## src/logic/cpuControlPkg.sv

```systemverilog
package cpuControlPkg;

	// ~~~~~~~~~~~~~~~~~~~~~~~~~~~~~~~~~~~~~~~~
	// field and control word types
	// ~~~~~~~~~~~~~~~~~~~~~~~~~~~~~~~~~~~~~~~~

	typedef logic [31:0] irT;
	typedef logic [3:0]  flagsT;
	typedef logic [3:0]  condT;
	typedef logic [2:0]  opClassT;
	typedef logic [4:0]  aluOpT;
	typedef logic [2:0]  shiftT;
	typedef logic [5:0]  shiftSelT;
	typedef logic [1:0]  sel2T;
	typedef logic [2:0]  sel3T;

	// one state per micro step with no load/store states
	typedef enum logic [3:0] {
		stIdle,
		stFetchAddr,
		stFetchInc,
		stFetchWait,
		stDecode,
		stDpShift,
		stDpFlags,
		stDpImm,
		stBrTarget,
		stBrWrite,
		stBrLink
	} stateT;

	// instruction classes in ir[27:25]
	localparam opClassT OPC_DP_SHIFT = 3'b000;
	localparam opClassT OPC_DP_IMM   = 3'b001;
	localparam opClassT OPC_BRANCH   = 3'b101;

	localparam int IR_CLASS_LSB = 25;
	localparam int IR_COND_LSB  = 28;
	localparam int IR_LINK_BIT  = 20;

	// ALU operations driven by the control word
	localparam aluOpT ALU_PASS    = 5'b10000;
	localparam aluOpT ALU_INC     = 5'b10001;
	localparam aluOpT ALU_FROM_IR = 5'b10011;
	localparam aluOpT ALU_ADD     = 5'b00100;

	// condition field encodings
	localparam condT COND_EQ = 4'b0000;
	localparam condT COND_NE = 4'b0001;
	localparam condT COND_CS = 4'b0010;
	localparam condT COND_CC = 4'b0011;
	localparam condT COND_MI = 4'b0100;
	localparam condT COND_PL = 4'b0101;
	localparam condT COND_VS = 4'b0110;
	localparam condT COND_VC = 4'b0111;
	localparam condT COND_HI = 4'b1000;
	localparam condT COND_LS = 4'b1001;
	localparam condT COND_GE = 4'b1010;
	localparam condT COND_LT = 4'b1011;
	localparam condT COND_GT = 4'b1100;
	localparam condT COND_LE = 4'b1101;
	localparam condT COND_AL = 4'b1110;
	localparam condT COND_NV = 4'b1111;

endpackage
```

## src/logic/controlUnit.sv

```systemverilog
`timescale 1ns/1ns

module controlUnit
	import cpuControlPkg::*;
(
	input  logic     CLK,
	input  logic     CLR,
	input  irT       ir,
	input  flagsT    flags,
	input  logic     moc,
	output logic     rfLd,
	output logic     irLd,
	output logic     marLd,
	output logic     mdrLd,
	output logic     frLd,
	output logic     rw,
	output logic     mov,
	output logic     md,
	output logic     mh,
	output logic     e,
	output logic     mbSel,
	output logic     miSel,
	output sel2T     maSel,
	output sel2T     mfSel,
	output sel2T     mjSel,
	output sel3T     mcSel,
	output shiftT    shiftType,
	output shiftSelT shiftSel,
	output aluOpT    aluOp
);

	stateT execTarget;
	stateT state;
	logic  condPass;

	instrDecoder decoder0 (
		.ir         (ir),
		.execTarget (execTarget)
	);

	conditionCheck condCheck0 (
		.ir       (ir),
		.flags    (flags),
		.condPass (condPass)
	);

	controlSequencer sequencer0 (
		.CLK        (CLK),
		.CLR        (CLR),
		.moc        (moc),
		.condPass   (condPass),
		.execTarget (execTarget),
		.state      (state)
	);

	// the control word follows the state with no register stage
	controlWordRom wordRom0 (
		.state     (state),
		.rfLd      (rfLd),
		.irLd      (irLd),
		.marLd     (marLd),
		.mdrLd     (mdrLd),
		.frLd      (frLd),
		.rw        (rw),
		.mov       (mov),
		.md        (md),
		.mh        (mh),
		.e         (e),
		.mbSel     (mbSel),
		.miSel     (miSel),
		.maSel     (maSel),
		.mfSel     (mfSel),
		.mjSel     (mjSel),
		.mcSel     (mcSel),
		.shiftType (shiftType),
		.shiftSel  (shiftSel),
		.aluOp     (aluOp)
	);

endmodule

```

## src/logic/controlWordRom.sv

```systemverilog
`timescale 1ns/1ns

module controlWordRom
	import cpuControlPkg::*;
(
	input  stateT    state,
	output logic     rfLd,
	output logic     irLd,
	output logic     marLd,
	output logic     mdrLd,
	output logic     frLd,
	output logic     rw,
	output logic     mov,
	output logic     md,
	output logic     mh,
	output logic     e,
	output logic     mbSel,
	output logic     miSel,
	output sel2T     maSel,
	output sel2T     mfSel,
	output sel2T     mjSel,
	output sel3T     mcSel,
	output shiftT    shiftType,
	output shiftSelT shiftSel,
	output aluOpT    aluOp
);

	always_comb
	begin
		// each state only raises its own bits over a cleared word
		{rfLd, irLd, marLd, mdrLd, frLd, rw, mov, md, mh, e} = '0;
		{mbSel, miSel, maSel, mfSel, mjSel, mcSel} = '0;
		{shiftType, shiftSel, aluOp} = '0;
		case (state)
			stFetchAddr:
			begin
				{marLd, md} = '1;
				maSel = 2'b10;
				aluOp = ALU_PASS;
			end
			stFetchInc:
			begin
				{rfLd, rw, mov, md} = '1;
				maSel = 2'b10;
				mcSel = 3'b001;
				aluOp = ALU_INC;
			end
			stFetchWait:
				{irLd, rw, mov} = '1;
			stDpShift:
			begin
				{rfLd, mbSel, md, e} = '1;
				mcSel = 3'b100;
				shiftType = 3'b001;
				aluOp = ALU_FROM_IR;
			end
			stDpFlags:
			begin
				{rfLd, frLd} = '1;
				mjSel = 2'b01;
			end
			stDpImm:
				{rfLd, frLd, mbSel, mh, miSel} = '1;
			stBrLink:
			begin
				// saves the return address before the branch target overwrites the PC
				{rfLd, md} = '1;
				maSel = 2'b11;
				mcSel = 3'b100;
				mjSel = 2'b01;
				shiftSel = 6'b000100;
				aluOp = ALU_ADD;
			end
			stBrTarget:
			begin
				{rfLd, frLd, mbSel, md, e} = '1;
				mcSel = 3'b100;
				mfSel = 2'b11;
				mjSel = 2'b11;
				shiftType = 3'b100;
				aluOp = ALU_FROM_IR;
			end
			stBrWrite:
			begin
				{rfLd, md} = '1;
				maSel = 2'b10;
				mcSel = 3'b011;
				mjSel = 2'b01;
				shiftSel = 6'b000100;
				aluOp = ALU_ADD;
			end
			// stIdle and stDecode keep the cleared word
			default: ;
		endcase
	end

endmodule

```

## src/logic/controlSequencer.sv

```systemverilog
`timescale 1ns/1ns

module controlSequencer
	import cpuControlPkg::*;
(
	input  logic  CLK,
	input  logic  CLR,
	input  logic  moc,
	input  logic  condPass,
	input  stateT execTarget,
	output stateT state
);

	stateT nextState;

	// ~~~~~~~~~~~~~~~~~~~~~~~~~~~~~~~~~~~~~~~~
	// state register
	// ~~~~~~~~~~~~~~~~~~~~~~~~~~~~~~~~~~~~~~~~

	always_ff @(posedge CLK or negedge CLR)
	begin
		if (!CLR)
			state <= stIdle;
		else
			state <= nextState;
	end

	// ~~~~~~~~~~~~~~~~~~~~~~~~~~~~~~~~~~~~~~~~
	// next state
	// ~~~~~~~~~~~~~~~~~~~~~~~~~~~~~~~~~~~~~~~~

	always_comb
	begin
		nextState = state;
		case (state)
			stIdle:
				nextState = stFetchAddr;
			stFetchAddr:
				nextState = stFetchInc;
			stFetchInc:
				nextState = stFetchWait;
			stFetchWait:
			begin
				// the memory holds us here until the read completes
				if (moc)
					nextState = stDecode;
				else
					nextState = stFetchWait;
			end
			stDecode:
			begin
				// a failed condition retires the instruction at once
				if (condPass)
					nextState = execTarget;
				else
					nextState = stFetchAddr;
			end
			stDpShift:
				nextState = stDpFlags;
			stDpFlags:
				nextState = stFetchAddr;
			stDpImm:
				nextState = stFetchAddr;
			stBrLink:
				nextState = stBrTarget;
			stBrTarget:
				nextState = stBrWrite;
			stBrWrite:
				nextState = stFetchAddr;
			default:
				nextState = stIdle;
		endcase
	end

endmodule

```

## src/logic/conditionCheck.sv

```systemverilog
`timescale 1ns/1ns

module conditionCheck
	import cpuControlPkg::*;
(
	input  irT    ir,
	input  flagsT flags,
	output logic  condPass
);

	condT condCode;
	logic flagN;
	logic flagZ;
	logic flagC;
	logic flagV;

	assign condCode = ir[IR_COND_LSB +: $bits(condT)];

	// flags are packed as N Z C V from the top bit down
	assign flagN = flags[3];
	assign flagZ = flags[2];
	assign flagC = flags[1];
	assign flagV = flags[0];

	always_comb
	begin
		condPass = 1'b0;
		case (condCode)
			COND_EQ: condPass = flagZ;
			COND_NE: condPass = !flagZ;
			COND_CS: condPass = flagC;
			COND_CC: condPass = !flagC;
			COND_MI: condPass = flagN;
			COND_PL: condPass = !flagN;
			COND_VS: condPass = flagV;
			COND_VC: condPass = !flagV;
			COND_HI: condPass = flagC && !flagZ;
			COND_LS: condPass = !flagC || flagZ;
			COND_GE: condPass = (flagN == flagV);
			COND_LT: condPass = (flagN != flagV);
			COND_GT: condPass = !flagZ && (flagN == flagV);
			COND_LE: condPass = flagZ || (flagN != flagV);
			COND_AL: condPass = 1'b1;
			COND_NV: condPass = 1'b0;
		endcase
	end

endmodule

```

## src/logic/instrDecoder.sv

```systemverilog
`timescale 1ns/1ns

module instrDecoder
	import cpuControlPkg::*;
(
	input  irT    ir,
	output stateT execTarget
);

	opClassT opClass;
	logic    linkBit;

	assign opClass = ir[IR_CLASS_LSB +: $bits(opClassT)];
	assign linkBit = ir[IR_LINK_BIT];

	// ~~~~~~~~~~~~~~~~~~~~~~~~~~~~~~~~~~~~~~~~
	// first execute state per class
	// ~~~~~~~~~~~~~~~~~~~~~~~~~~~~~~~~~~~~~~~~

	always_comb
	begin
		case (opClass)
			OPC_DP_SHIFT:
				execTarget = stDpShift;
			OPC_DP_IMM:
				execTarget = stDpImm;
			OPC_BRANCH:
			begin
				// the link copy runs before the target is formed
				if (linkBit)
					execTarget = stBrLink;
				else
					execTarget = stBrTarget;
			end
			default:
				// load/store and unused classes retire without doing anything
				execTarget = stFetchAddr;
		endcase
	end

endmodule

```

## config.mk

```make
export PLATFORM = sky130hd
export DESIGN_NAME = controlUnit
export DESIGN_NICKNAME = d
export VERILOG_FILES = /design/src/logic/cpuControlPkg.sv /design/src/logic/controlUnit.sv /design/src/logic/controlWordRom.sv /design/src/logic/controlSequencer.sv /design/src/logic/conditionCheck.sv /design/src/logic/instrDecoder.sv
export SDC_FILE = /design/constraint.sdc
export NUM_CORES = 1
export LEC_CHECK = 0
export ABC_AREA = 1
export BUFFER_PORTS_ARGS = -buffer_cell sky130_fd_sc_hd__buf_2
export CAP_MARGIN = 20
export CORE_ASPECT_RATIO = 0.9
export CORE_UTILIZATION = 37
export DETAILED_ROUTE_END_ITERATION = 7
export GPL_TIMING_DRIVEN = 0
export PLACE_DENSITY = 0.86
export SLEW_MARGIN = 40
export SYNTH_ARGS = -nofsm -noshare
export SYNTH_HDL_FRONTEND = slang
export SYNTH_SLANG_ARGS = --single-unit
```

## constraint.sdc

```tcl
create_clock -name CLK -period 2.2 [get_ports CLK]
set_input_delay 0.44 -clock CLK [delete_from_list [all_inputs] [get_ports CLK]]
set_output_delay 0.44 -clock CLK [all_outputs]
set_load 0.02 [all_outputs]
```

; ---- After elaboration in Yosys (flattened, before gate mapping)
; Cells that the tools add are included.
; W data, S select, Z words.
[op_classes]
n_mux = 22
reduce_logical = 22
eq_ne = 29
[ops]
columns = cell, n
row1 = $eq A4 B4 Y1 const B, 11
row2 = $eq A4 B3 Y1 const B, 8
row3 = $pmux W4 S8, 1
row4 = $pmux W5 S4, 1
row5 = $eq A4 B2 Y1 const B, 4
row6 = $pmux W1 S16, 1
row7 = $reduce_or A3 Y1, 5
row8 = $pmux W4 S3, 1
row9 = $mux W1, 9
row10 = $pmux W3 S3, 1
row11 = $eq A4 B1 Y1 const B, 2
row12 = $logic_not A4 Y1, 2
row13 = $pmux W2 S2, 2
row14 = $reduce_or A7 Y1, 1
row15 = $mux W3, 2
row16 = $pmux W3 S2, 1
row17 = $reduce_or A2 Y1, 3
row18 = $reduce_or A6 Y1, 1
row19 = $logic_not A1 Y1, 4
row20 = $mux W2, 2
row21 = $mux W4, 1
row22 = $reduce_or A4 Y1, 1
row23 = $eq A3 B1 Y1 const B, 1
row24 = $eq A3 B3 Y1 const B, 1
row25 = 5 further kinds, 7
[word_totals]
wordCells = 74
register_bits = 4
out_inout_bits = 35
input_bits = 39

; ---- Logic depth before layout (Yosys ltp)
; Gate-level depths: netlist (run 1).
[depth]
depth_word = 5
ltp_mapped = 12
ltp_nobuf = 12

; ---- By module
; A second synthesis (run 1) with hierarchy kept.
[hier_totals]
hier_cells = 163
area_unflattened_um2 = 858.3
[modules_own_cells]
columns = module, n_inst, seq_area_each_um2, cells_each, area_per_inst_um2
row1 = controlWordRom, 1, 0.0, 67, 346.6
row2 = controlSequencer, 1, 100.1, 43, 267.8
row3 = conditionCheck, 1, 0.0, 45, 205.2
row4 = instrDecoder, 1, 0.0, 8, 38.8

; ---- Least setup slack after synthesis (run 1)
; OpenSTA, ideal clock, no wires.
[synth_path]
path_type = flip-flop to output port
startpoint = register sequencer0.state[1]
endpoint = output port md
t_arrival_ps = 1735
required_time_ps = 1760
stages_incl_launch_ff = 8
path_slack_ps = 25
path_buffers = 0
path_cell_list = dfrtp_1 > nor2_1 > inv_1 > nor2_1 > nor2_1 > nand2_1 > nor2_1 > o21ai_0
[synth_between]
elab_chain_len = 3
elab_cells_between_ends = 8
cone_classes = eq/ne: 6 / mux: 1 / reduce/logical: 1
[synth_rtl]
columns = element, line
row1 = start: declaration, controlSequencer.sv:11  ; output stateT state
row2 = start signal: assignment, controlSequencer.sv:23  ; state <= stIdle;
row3 = start signal: assignment, controlSequencer.sv:25  ; state <= nextState;
row4 = "$eq A4 B1 Y1, or another cell as far along", controlWordRom.sv:34  ; case (state)
row5 = $reduce_or A6 Y1 (no source line) (*), -
row6 = $mux W1 (*), controlWordRom.sv:34
row7 = end: declaration, controlUnit.sv:18  ; output logic md,
; Mark *: on every way between the ends. The rest lies on a longest branch, timed or not.

; ---- Worst setup path after layout (run 1)
[layout_path]
startpoint = register sequencer0.state[2]
endpoint = output port md
; Same word-level chain as after synthesis.

==> metrics.txt, run 1 <==
share of cells above drive strength 1 36.2%; FF+latch count, synth 4; Hold EP sequencer0.state[1]$_DFF_PN0_; total power 1.09 mW; period utilization 93.5%; post-synthesis cell count 133; total gr overflow 0; peak supply drop 0.000540 V; Nets roughly 230; core area 1730 sq um; DRC violations left 0; final WL 1.62 mm; I/O Buffers 41; Reg-to-Reg Start sequencer0.state[1]$_DFF_PN0_; # diodes 0; max reg flops 4; Seq pwr share 11.6%; vias in the first global route 738; TritonCTS clock tree built; post-DR wirelength/cell 7.75 microns; leakage power between 0.6 and 0.7 nW; TritonCTS Buffers 3; # clock sinks 4; FF-to-FF setup slack 0.81 ns; combinational share of power between 70 and 80%; Arrival @ worst endpoint 1.62 ns; Mapped Area 709 sq um; synth-to-layout area growth 42.5%; antenna viol nets, final 0; clk_lat worst skew around 0.24 ns; Vias/cell 4.29; CTS Buffer Depth 2; H-Tree Depth 1; Post-synth EDFFs 0; CP Max Fanout 4; Worst path max stage delay 0.37 ns; crit start category register; ys async rst share between 90% and 100%; switch share 58.4%; type of element capturing the critical path primary output; Cell Area, Placed 971 sq um; achievable frequency 486 MHz; initial antenna violation count 0; TritonRoute pass-1 iters 4; Die Wd 48.2 microns; fin crit period 2.06 ns; register area share after synthesis 14.1%; most frequent cells in the layout 41 x buf_2, 39 x nand2_1, 22 x nor2_1; Die Ht ~44 microns; Hold Path Class in -> reg; top flop regs sequencer0.state x4; yosys warns 0; DP HPWL 1.41 mm; R2R cell count 6; GPL Wtd Cong 0.881; Setup Fix Bufs, Post-CTS 0; maxcap violations 0; Mean Syn Cell Area 5.33 sq um; FP Rows 14; critical-path cell list inv_1 -> nor2_1 -> inv_1 -> nor2_2 -> nor2_1 -> nand2_1 -> nor2_1 -> o21ai_0 -> buf_2; classification of the worst setup path reg -> out; vias about 900; pwr/cell area 1070 nW/um^2; Clk network pwr share 8.5%; Reg2Reg Capture Point sequencer0.state[1]$_DFF_PN0_; status finished clean; largest net degree at the start of global routing 9; IO Pins 74; hold_sp ir[25]; Hold WS 0.518 ns; Die Footprint 2100 sq um; worst hold path cell count 3; GRT Total Usage 16.4%; initial core utilization 40.9%; Buffers & Inverters on Critical Path 3; critical path's slowest cell dfrtp_1; root buffer cell clkbuf_4; CP delay by family, top simple AND/OR/NAND/NOR gates; Setup Viol. Count Final 0; pins over their slew limit 0; Clk pin slew, worst setup/hold paths 0.04 ns; Net Sw Power 0.635 mW; Worst EP required between 1.5 and 2 ns; Cell Int Power between 0.4 and 0.5 mW; clock skew 0.00112 ns; design area 1010 sq um; Most used DFF post-synth dfrtp_1; most common cell after layout, fill and taps aside buf_2; Yosys cell types 23; first-pass GRT wire length roughly 2.5 mm; post-layout util 58.3%; initial detailed-routing violation count 10; CP dominant cell by count nor2_1; Reg with most FFs sequencer0.state; Hold Violations, Final 0
[layer usage]
layer | routed length (microns) | global-route usage, % | vias up
li1 | - | - | 490
met1 | 702 | 17.3 | 376
met2 | 822 | 30.1 | 29
met3 | 73 | 1.67 | 2
met4 | 21 | 8.33 | 0
met5 | 0 | 0 | -
[metrics by stage]
stage               std cells  setup WS (ns)  setup TNS, ns
finish                    209          0.143              0
detailed placement        205          0.263              0
floorplan                 140         0.0254              0
global route              209        -0.0353        -0.0353
global placement          205          0.309              0
CTS                       209        0.00801              0
[cells by family (layout without fill, tap and decap cells)]
family	count (synthesis)	in the layout	share of synthesized area (%)
compound gates	11	11	10.9
other cells	1	8	0.529
buf+inv	35	80	25.4
flops	4	4	14.1
simple gates	82	82	49.0
[area by class of cell]
type                    count  area, sq um
plain buffers              13         97.6
fillers                   163          723
multi-input cells         101          463
clock buffers               3         22.5
inverters                  22         82.6
well taps                  24         30.0
flip-flops and latches      4          100
repair buffers             42          215
[worst register-to-register path, stage by stage, from the launching register on]
cell and delay, ns:
dfrtp_1 0.39, inv_1 0.17, nor2_1 0.08, nand2_1 0.12
inv_1 0.05, nor4_1 0.36, o21ai_2 0.10
[synthesized netlist by cell type (all sizes together) (2+ instances only)]
cell type / number / area, sq um
nand2: 41 / 159
nand3: 10 / 55.1
nor2: 25 / 98.8
dfrtp: 4 / 100
or2: 2 / 12.5
buf: 13 / 97.6
o21ai: 6 / 37.5
nor3: 2 / 10.0
inv: 22 / 82.6
[power by group through the flow]
| stage | clock network [mW] | logic, mW | registers, mW |
|---|---|---|---|
| CTS | 0.0955 | 0.865 | 0.125 |
| finish | 0.0919 | 0.869 | 0.126 |
| global route | 0.0990 | 0.971 | 0.133 |
| detailed placement | 0 | 0.861 | 0.126 |
| floorplan | 0 | 0.617 | 0.124 |
| global placement | 0 | 0.847 | 0.126 |
[how the worst max path moves through the flow]
stage | start | endpoint | slack (ns) | depth (start not counted)
2_1_floorplan | sequencer0.state[1]$_DFF_PN0_ | md | 0.03 | 7
3_3_place_gp | sequencer0.state[1]$_DFF_PN0_ | md | 0.31 | 8
3_5_place_dp | sequencer0.state[1]$_DFF_PN0_ | md | 0.26 | 8
4_1_cts | sequencer0.state[1]$_DFF_PN0_ | md | 0.008 | 8
5_1_grt | sequencer0.state[0]$_DFF_PN0_ | md | -0.04 | 9
6_report | sequencer0.state[2]$_DFF_PN0_ | md | 0.14 | 9
[repair_timing]
item                                    in CTS  in global routing
endpoints found under the setup margin       0                  3
endpoints found under the hold margin        4                  0
resized for setup                            0                  2
hold buffers                                 1                  0
No activity file was read; power rests on OpenSTA's default activity.
==> run 2, diff against run 1 <==
--- a/config.mk
+++ b/config.mk
@@ -9,11 +9,12 @@
 export BUFFER_PORTS_ARGS = -buffer_cell sky130_fd_sc_hd__buf_2
 export CAP_MARGIN = 20
 export CORE_ASPECT_RATIO = 0.9
-export CORE_UTILIZATION = 37
+export CORE_UTILIZATION = 41
 export DETAILED_ROUTE_END_ITERATION = 7
 export GPL_TIMING_DRIVEN = 0
-export PLACE_DENSITY = 0.86
+export PLACE_DENSITY = 0.88
 export SLEW_MARGIN = 40
 export SYNTH_ARGS = -nofsm -noshare
 export SYNTH_HDL_FRONTEND = slang
+export SYNTH_HIERARCHICAL = 1
 export SYNTH_SLANG_ARGS = --single-unit
==> constraint.sdc (replaced) <==
create_clock -name CLK -period 2.6 [get_ports CLK]
set_input_delay 0.52 -clock CLK [delete_from_list [all_inputs] [get_ports CLK]]
set_output_delay 0.52 -clock CLK [all_outputs]
set_load 0.02 [all_outputs]
==> run 2 against run 1 <==
Non-clock buffer count down 1. Register-to-register slack better by 0.72 ns. Count of clock-buffer cells in the layout unchanged. Critical path depth down 3. Via count up 16%. Combinational power down 20%. Power down 16%. Setup slack better by 0.48 ns. Synthesized area up 21%. Wire length up 10%. Sequential cell count unchanged. Largest power group unchanged.
==> metrics.txt, run 2 <==
leakage power 0.862 nW (+24%); first-pass GRT wire length 2.90 mm (+14%); Yosys cell types 18 (-22%); pins over their slew limit 0 (unchanged); clock skew 0.00292 ns (+0.00179 ns); Hold Violations, Final 0 (unchanged); initial detailed-routing violation count 36 (+26); DRC violations left 0 (unchanged); GRT Total Usage 16.0% (-0.35 points); DP HPWL 1.56 mm (+10%); classification of the worst setup path reg -> out; TritonRoute pass-1 iters 4 (unchanged); Die Wd 50.2 microns (+4.3%); TritonCTS Buffers 3 (unchanged); Synth area leader nand2_1; # diodes 0 (unchanged); max reg flops 4 (unchanged); IO Pins 74 (unchanged); post-DR wirelength/cell 7.46 microns (-3.7%); register area share after synthesis 11.7% (-2.4 points); total power 0.909 mW (-16%); CTS resizes 0 (unchanged); status finished clean; Hold Path Class in -> async; Reg with most FFs sequencer0/state; FF+latch count, synth 4 (unchanged); Mean Syn Cell Area 5.27 sq um (-1.3%); met3 wire length 115 microns (+58%); maxcap violations 0 (unchanged); core area 1950 sq um (+13%); peak supply drop 0.000466 V (-14%); top flop regs sequencer0/state x4; post-route insts no fill 239 (+14%); main area contributors after synthesis nand2_1 20%, dfrtp_1 12%, buf_4 11%, inv_1 11%, nand3_1 9.9%; pwr/cell area 795 nW/um^2 (-26%); vias 1038 (+16%); Die Footprint 2280 sq um (+8.8%); largest net degree at the start of global routing 11 (+2); M1 wire length 807 microns (+15%); antenna viol nets, final 0 (unchanged); cts hold-fix bufs 0 (-1); clk_lat worst skew 0.23 ns (about the same); final WL 1.78 mm (+10%); CP Max Fanout 8 (+4); highest metal used met3; most frequent cell after synthesis nand2_1; total gr overflow 0 (unchanged); FP Rows 15 (+1); Post-synth EDFFs 0 (unchanged); fin crit period 1.98 ns; initial antenna violation count 0 (unchanged); achievable frequency 505 MHz; share of cells above drive strength 1 40.7% (+4.4 points); CTS Buffer Depth 2 (unchanged); type of element capturing the critical path primary output; Die Ht 45.4 microns (+4.3%); Arrival @ worst endpoint 1.46 ns (-0.16 ns); R2R cell count 5 (-1); Clk pin slew, worst setup/hold paths 0.04 ns (about the same); most frequent cells in the layout 46 x nand2_1, 41 x buf_2, 26 x inv_1; Most used DFF post-synth dfrtp_1; Setup Fix Bufs, Post-CTS 0 (unchanged); GPL Wtd Cong 0.869 (-1.4%); Synth top cells by count 46 x nand2_1, 26 x inv_1, 17 x nand3_1, 16 x nor2_1, 13 x buf_4; H-Tree Depth 1 (unchanged); Worst EP required 2.08 ns (+0.32 ns); share of the synthesized area in the top cell type 20.1% (-0.52 points); vias in the first global route 777 (+5.3%); Nets 255 (+13%); crit start category register; RSZ-0062 raised after global routing no; initial core utilization 44.0% (+3.1 points); met2 wire length 859 microns (+4.5%); root buffer cell clkbuf_4; I/O Buffers 41 (unchanged); post-layout util 58.6% (+0.29 points); synth-to-layout area growth 33.2%; # clock sinks 4 (unchanged); post-synthesis cell count 163 (+23%); placed cells 236 (+15%); Mapped Area 858 sq um (+21%); design area 1140 sq um (+13%); Reg-to-Reg Start sequencer0/state[3]$_DFF_PN0_; ys async rst share 100% (unchanged); Setup Viol. Count Final 0 (unchanged); yosys warns 6 (+6); TritonCTS clock tree built; Worst Setup Slack, final 0.621 ns (+0.478 ns); Setup TNS 0 ns (unchanged); Vias/cell 4.34 (+1.2%); FF-to-FF setup slack 1.53 ns (+0.72 ns); Hold WS 0.0853 ns (-0.433 ns); Reg2Reg Capture Point sequencer0/state[1]$_DFF_PN0_; period utilization 76.1%; Cell Area, Placed 1120 sq um (+15%); Post-Place Setup Slack 0.858 ns (+0.595 ns); most common cell after layout, fill and taps aside nand2_1
[run 2: cell types whose count changed in the layout (fill, tap and decap cells not counted), moves of 3 or more]
cell / change
inv_1: +5
inv_2: +9
nand2_1: +7
nand2_2: +3
nand3_1: +8
nor2_1: -6
nor2_2: +8
[run 2: power by group]
part / total (mW) / internal, mW / switching (mW)
Combinational: 0.692 / 0.237 / 0.455
Sequential: 0.145 / 0.0841 / 0.0605
Clock: 0.0730 / 0.0514 / 0.0216
Total: 0.909 / 0.372 / 0.537
[run 2: final cells by class]
class | instances | area (sq um)
Multi-Input combinational cell | 117 | 552
Fill cell | 219 | 808
Timing Repair Buffer | 41 | 205
Tap cell | 25 | 31.3
Sequential cell | 4 | 100
Buffer | 13 | 97.6
Inverter | 36 | 135
Clock buffer | 3 | 22.5
[run 2: cells by family (layout without fill, tap and decap cells)]
kind of cell | after synthesis | count (layout) | synth area share [%]
AND/OR/NAND/NOR | 100 | 100 | 55.0
buffers and inverters | 49 | 93 | 27.1
AO/OA/AOI/OAI | 9 | 9 | 5.83
flip-flops | 4 | 4 | 11.7
other | 1 | 8 | 0.437
[run 2: worst max-delay path by stage]
stage          slack (ns)     endpoint                           from  cells after the start
2_1_floorplan        0.83           rw  sequencer0/state[2]$_DFF_PN0_                      4
3_3_place_gp         0.87  shiftSel[2]  sequencer0/state[1]$_DFF_PN0_                      6
3_5_place_dp         0.86         rfLd  sequencer0/state[1]$_DFF_PN0_                      7
4_1_cts              0.61         rfLd  sequencer0/state[0]$_DFF_PN0_                      7
5_1_grt              0.44           md  sequencer0/state[1]$_DFF_PN0_                      7
6_report             0.62  shiftSel[2]  sequencer0/state[0]$_DFF_PN0_                      6
[run 2: per-layer routing]
metal / vias to the layer above / GRT usage (%)
li1: 573 / -
met1: 428 / 20.4
met2: 37 / 29.3
met3: 0 / 1.67
met4: 0 / 3.43
met5: - / 0
[run 2: critical path: stages (launching register included)]
cell and delay (ns):
dfrtp_1 0.50, inv_2 0.07, nor2_2 0.19, nand2_2 0.10
nand2_2 0.11, buf_4 0.11, buf_2 0.14
==> run 3, diff against run 2 <==
--- a/config.mk
+++ b/config.mk
@@ -9,10 +9,10 @@
 export BUFFER_PORTS_ARGS = -buffer_cell sky130_fd_sc_hd__buf_2
 export CAP_MARGIN = 20
 export CORE_ASPECT_RATIO = 0.9
-export CORE_UTILIZATION = 41
+export CORE_UTILIZATION = 38
 export DETAILED_ROUTE_END_ITERATION = 7
 export GPL_TIMING_DRIVEN = 0
-export PLACE_DENSITY = 0.88
+export PLACE_DENSITY = 0.82
 export SLEW_MARGIN = 40
 export SYNTH_ARGS = -nofsm -noshare
 export SYNTH_HDL_FRONTEND = slang
==> constraint.sdc (replaced) <==
create_clock -name CLK -period 2.04 [get_ports CLK]
set_input_delay 0.408 -clock CLK [delete_from_list [all_inputs] [get_ports CLK]]
set_output_delay 0.408 -clock CLK [all_outputs]
set_load 0.02 [all_outputs]
==> run 3 against run 2 <==
Die area rose by 7.6%. Sequential power rose by 28%. Setup slack got worse by 0.46 ns. Combinational power rose by 27%. Via count rose by 0.19%. Sequential cell count did not move. Sequential share of layout area barely moved. First-iteration DRC count fell by 44%. Power rose by 28%. Clock skew rose by 0.0012 ns. Critical endpoint unchanged. Largest cell class unchanged. Largest power group unchanged.
==> metrics.txt, run 3 (synthesized netlist as in run 2, its figures left out) <==
Nets 256 (+0.39%); initial core utilization 42.3% (-1.6 points); max reg flops 4 (unchanged); RSZ-0062 raised after global routing no; I/O Buffers 41 (unchanged); top flop regs sequencer0/state x4; classification of the worst setup path reg -> out; # diodes 0 (unchanged); TritonCTS clock tree built; Worst EP required 1.63 ns (-0.45 ns); Die Ht 47.1 microns (+3.7%); sequential cell area 101 sq um (+1.2%); core area 2030 sq um (+3.8%); most frequent cells in the layout 46 x nand2_1, 41 x buf_2, 26 x inv_1; Die Wd 52.1 microns (+3.7%); Arrival @ worst endpoint 1.47 ns (about the same); Hold Violations, Final 0 (unchanged); total gr overflow 0 (unchanged); share of cells above drive strength 1 40.9% (+0.28 points); CTS Buffer Depth 2 (unchanged); synth-to-layout area growth 34.5%; Reg with most FFs sequencer0/state; design area 1150 sq um (+0.98%); first-pass GRT wire length 2.78 mm (-4.1%); vias 1040 (+0.19%); FP Rows 15 (unchanged); root buffer cell clkbuf_4; initial detailed-routing violation count 20 (-44%); post-DR wirelength/cell 7.66 microns (+2.7%); Setup Viol. Count Final 0 (unchanged); Worst path max stage delay 0.49 ns (about the same); Vias/cell 4.33 (-0.22%); Cell Area, Placed 1120 sq um (unchanged); GRT Total Usage 15.0% (-1.0 points); DRC violations left 0 (unchanged); Setup Fix Bufs, Post-CTS 0 (unchanged); FF-to-FF setup slack 1.00 ns (-0.53 ns); critical path's slowest cell dfrtp_1; type of element capturing the critical path primary output; GPL Wtd Cong 0.818 (-5.8%); pins over their slew limit 0 (unchanged); achievable frequency 533 MHz; TritonRoute pass-1 iters 4 (unchanged); largest net degree at the start of global routing 11 (unchanged); # clock sinks 4 (unchanged); H-Tree Depth 1 (unchanged); antenna viol nets, final 0 (unchanged); most common cell after layout, fill and taps aside nand2_1; initial antenna violation count 0 (unchanged); R2R cell count 6 (+1); period utilization between 90 and 100%; Clk pin slew, worst setup/hold paths 0.04 ns (about the same); final WL 1.84 mm (+3.1%); Reg-to-Reg Start sequencer0/state[2]$_DFF_PN0_; status finished clean; DP HPWL 1.55 mm (-0.28%); Buffers & Inverters on Critical Path 3 (unchanged); leakage power 0.866 nW (+0.38%); TritonCTS Buffers 3 (unchanged); vias in the first global route 716 (-7.9%); pwr/cell area 1010 nW/um^2 (+27%); Reg2Reg Capture Point sequencer0/state[1]$_DFF_PN0_; CP delay by family, top flip-flops; Setup TNS 0 ns (unchanged); peak supply drop 0.000611 V (+31%); cell depth of the worst setup path 6 (unchanged); IO Pins 74 (unchanged); CP Max Fanout 8 (unchanged); maxcap violations 0 (unchanged); Die Footprint 2450 sq um (+7.6%); Hold Path Class in -> reg; Worst setup endpoint shiftSel[2]; fin crit period 1.88 ns; CP dominant cell by count nand2_2; Fill cells 210 (-4.1%); hold_sp moc; crit path from sequencer0/state[0]$_DFF_PN0_; crit start category register; critical-path cell list inv_2 -> nor2_2 -> nand2_2 -> nand2_2 -> buf_4 -> buf_2; clk_lat worst skew 0.24 ns (about the same); clock skew 0.00411 ns (+0.00119 ns); Multi-input gate area 552 sq um (unchanged)
-- run 3: area by class of cell --
cell class,instances,share of cell area [%]
buffer,13,8.45
clock buffer,3,1.95
inverter,36,11.7
multi-input combinational,117,47.8
sequential,4,8.78
tap,25,2.71
timing repair buffer,42,18.6
-- run 3: per-layer routing --
metal  GRT usage, %  wire length, microns  share of wire [%]  up-vias
met5              0                     0                  0        -
met1           19.0                   877                 48      425
li1               -                     -                  -      571
met3           3.88                   137                7.5        2
met2           25.9                   812                 44       42
met4           3.24                    11               0.60        0
-- run 3: power breakdown --
part           total (mW)  switching (mW)  internal (mW)
Combinational       0.880           0.577          0.303
Clock               0.102          0.0360         0.0660
Sequential          0.186          0.0764          0.109
Total                1.17           0.690          0.478
-- run 3: how the worst min path moves through the flow --
stage,cells after the start,endpoint
4_1_cts,3,sequencer0/state[2]$_DFF_PN0_
6_report,3,sequencer0/state[2]$_DFF_PN0_
3_3_place_gp,1,sequencer0/state[0]$_DFF_PN0_
2_1_floorplan,0,sequencer0/state[0]$_DFF_PN0_
5_1_grt,3,sequencer0/state[2]$_DFF_PN0_
3_5_place_dp,1,sequencer0/state[0]$_DFF_PN0_
-- run 3: worst min-delay path, cell delays in order --
cell and delay [ns]:
buf_2 0.08, nand3_1 0.07, nand3_1 0.08
-- run 3: through the flow --
stage | util [%] | total power, mW | hold slack [ns] | std cells | setup WS, ns
2_1_floorplan | - | 0.822 | 0.112 | 170 | 0.384
3_3_place_gp | 55.3 | 1.06 | 0.214 | 236 | 0.406
3_5_place_dp | 55.3 | 1.07 | 0.214 | 236 | 0.390
4_1_cts | 56.9 | 1.18 | 0.445 | 240 | 0.126
5_1_grt | 57.0 | 1.29 | 0.472 | 240 | 0.0170
6_report | 57.0 | 1.17 | 0.447 | 240 | 0.163
-- run 3: timing repair --
item | 4_1_cts | 5_1_grt
hold buffers | 1 | 0
endpoints found under the hold margin | 4 | 0
setup endpoints to repair | 0 | 1
gates resized for setup | 0 | 1
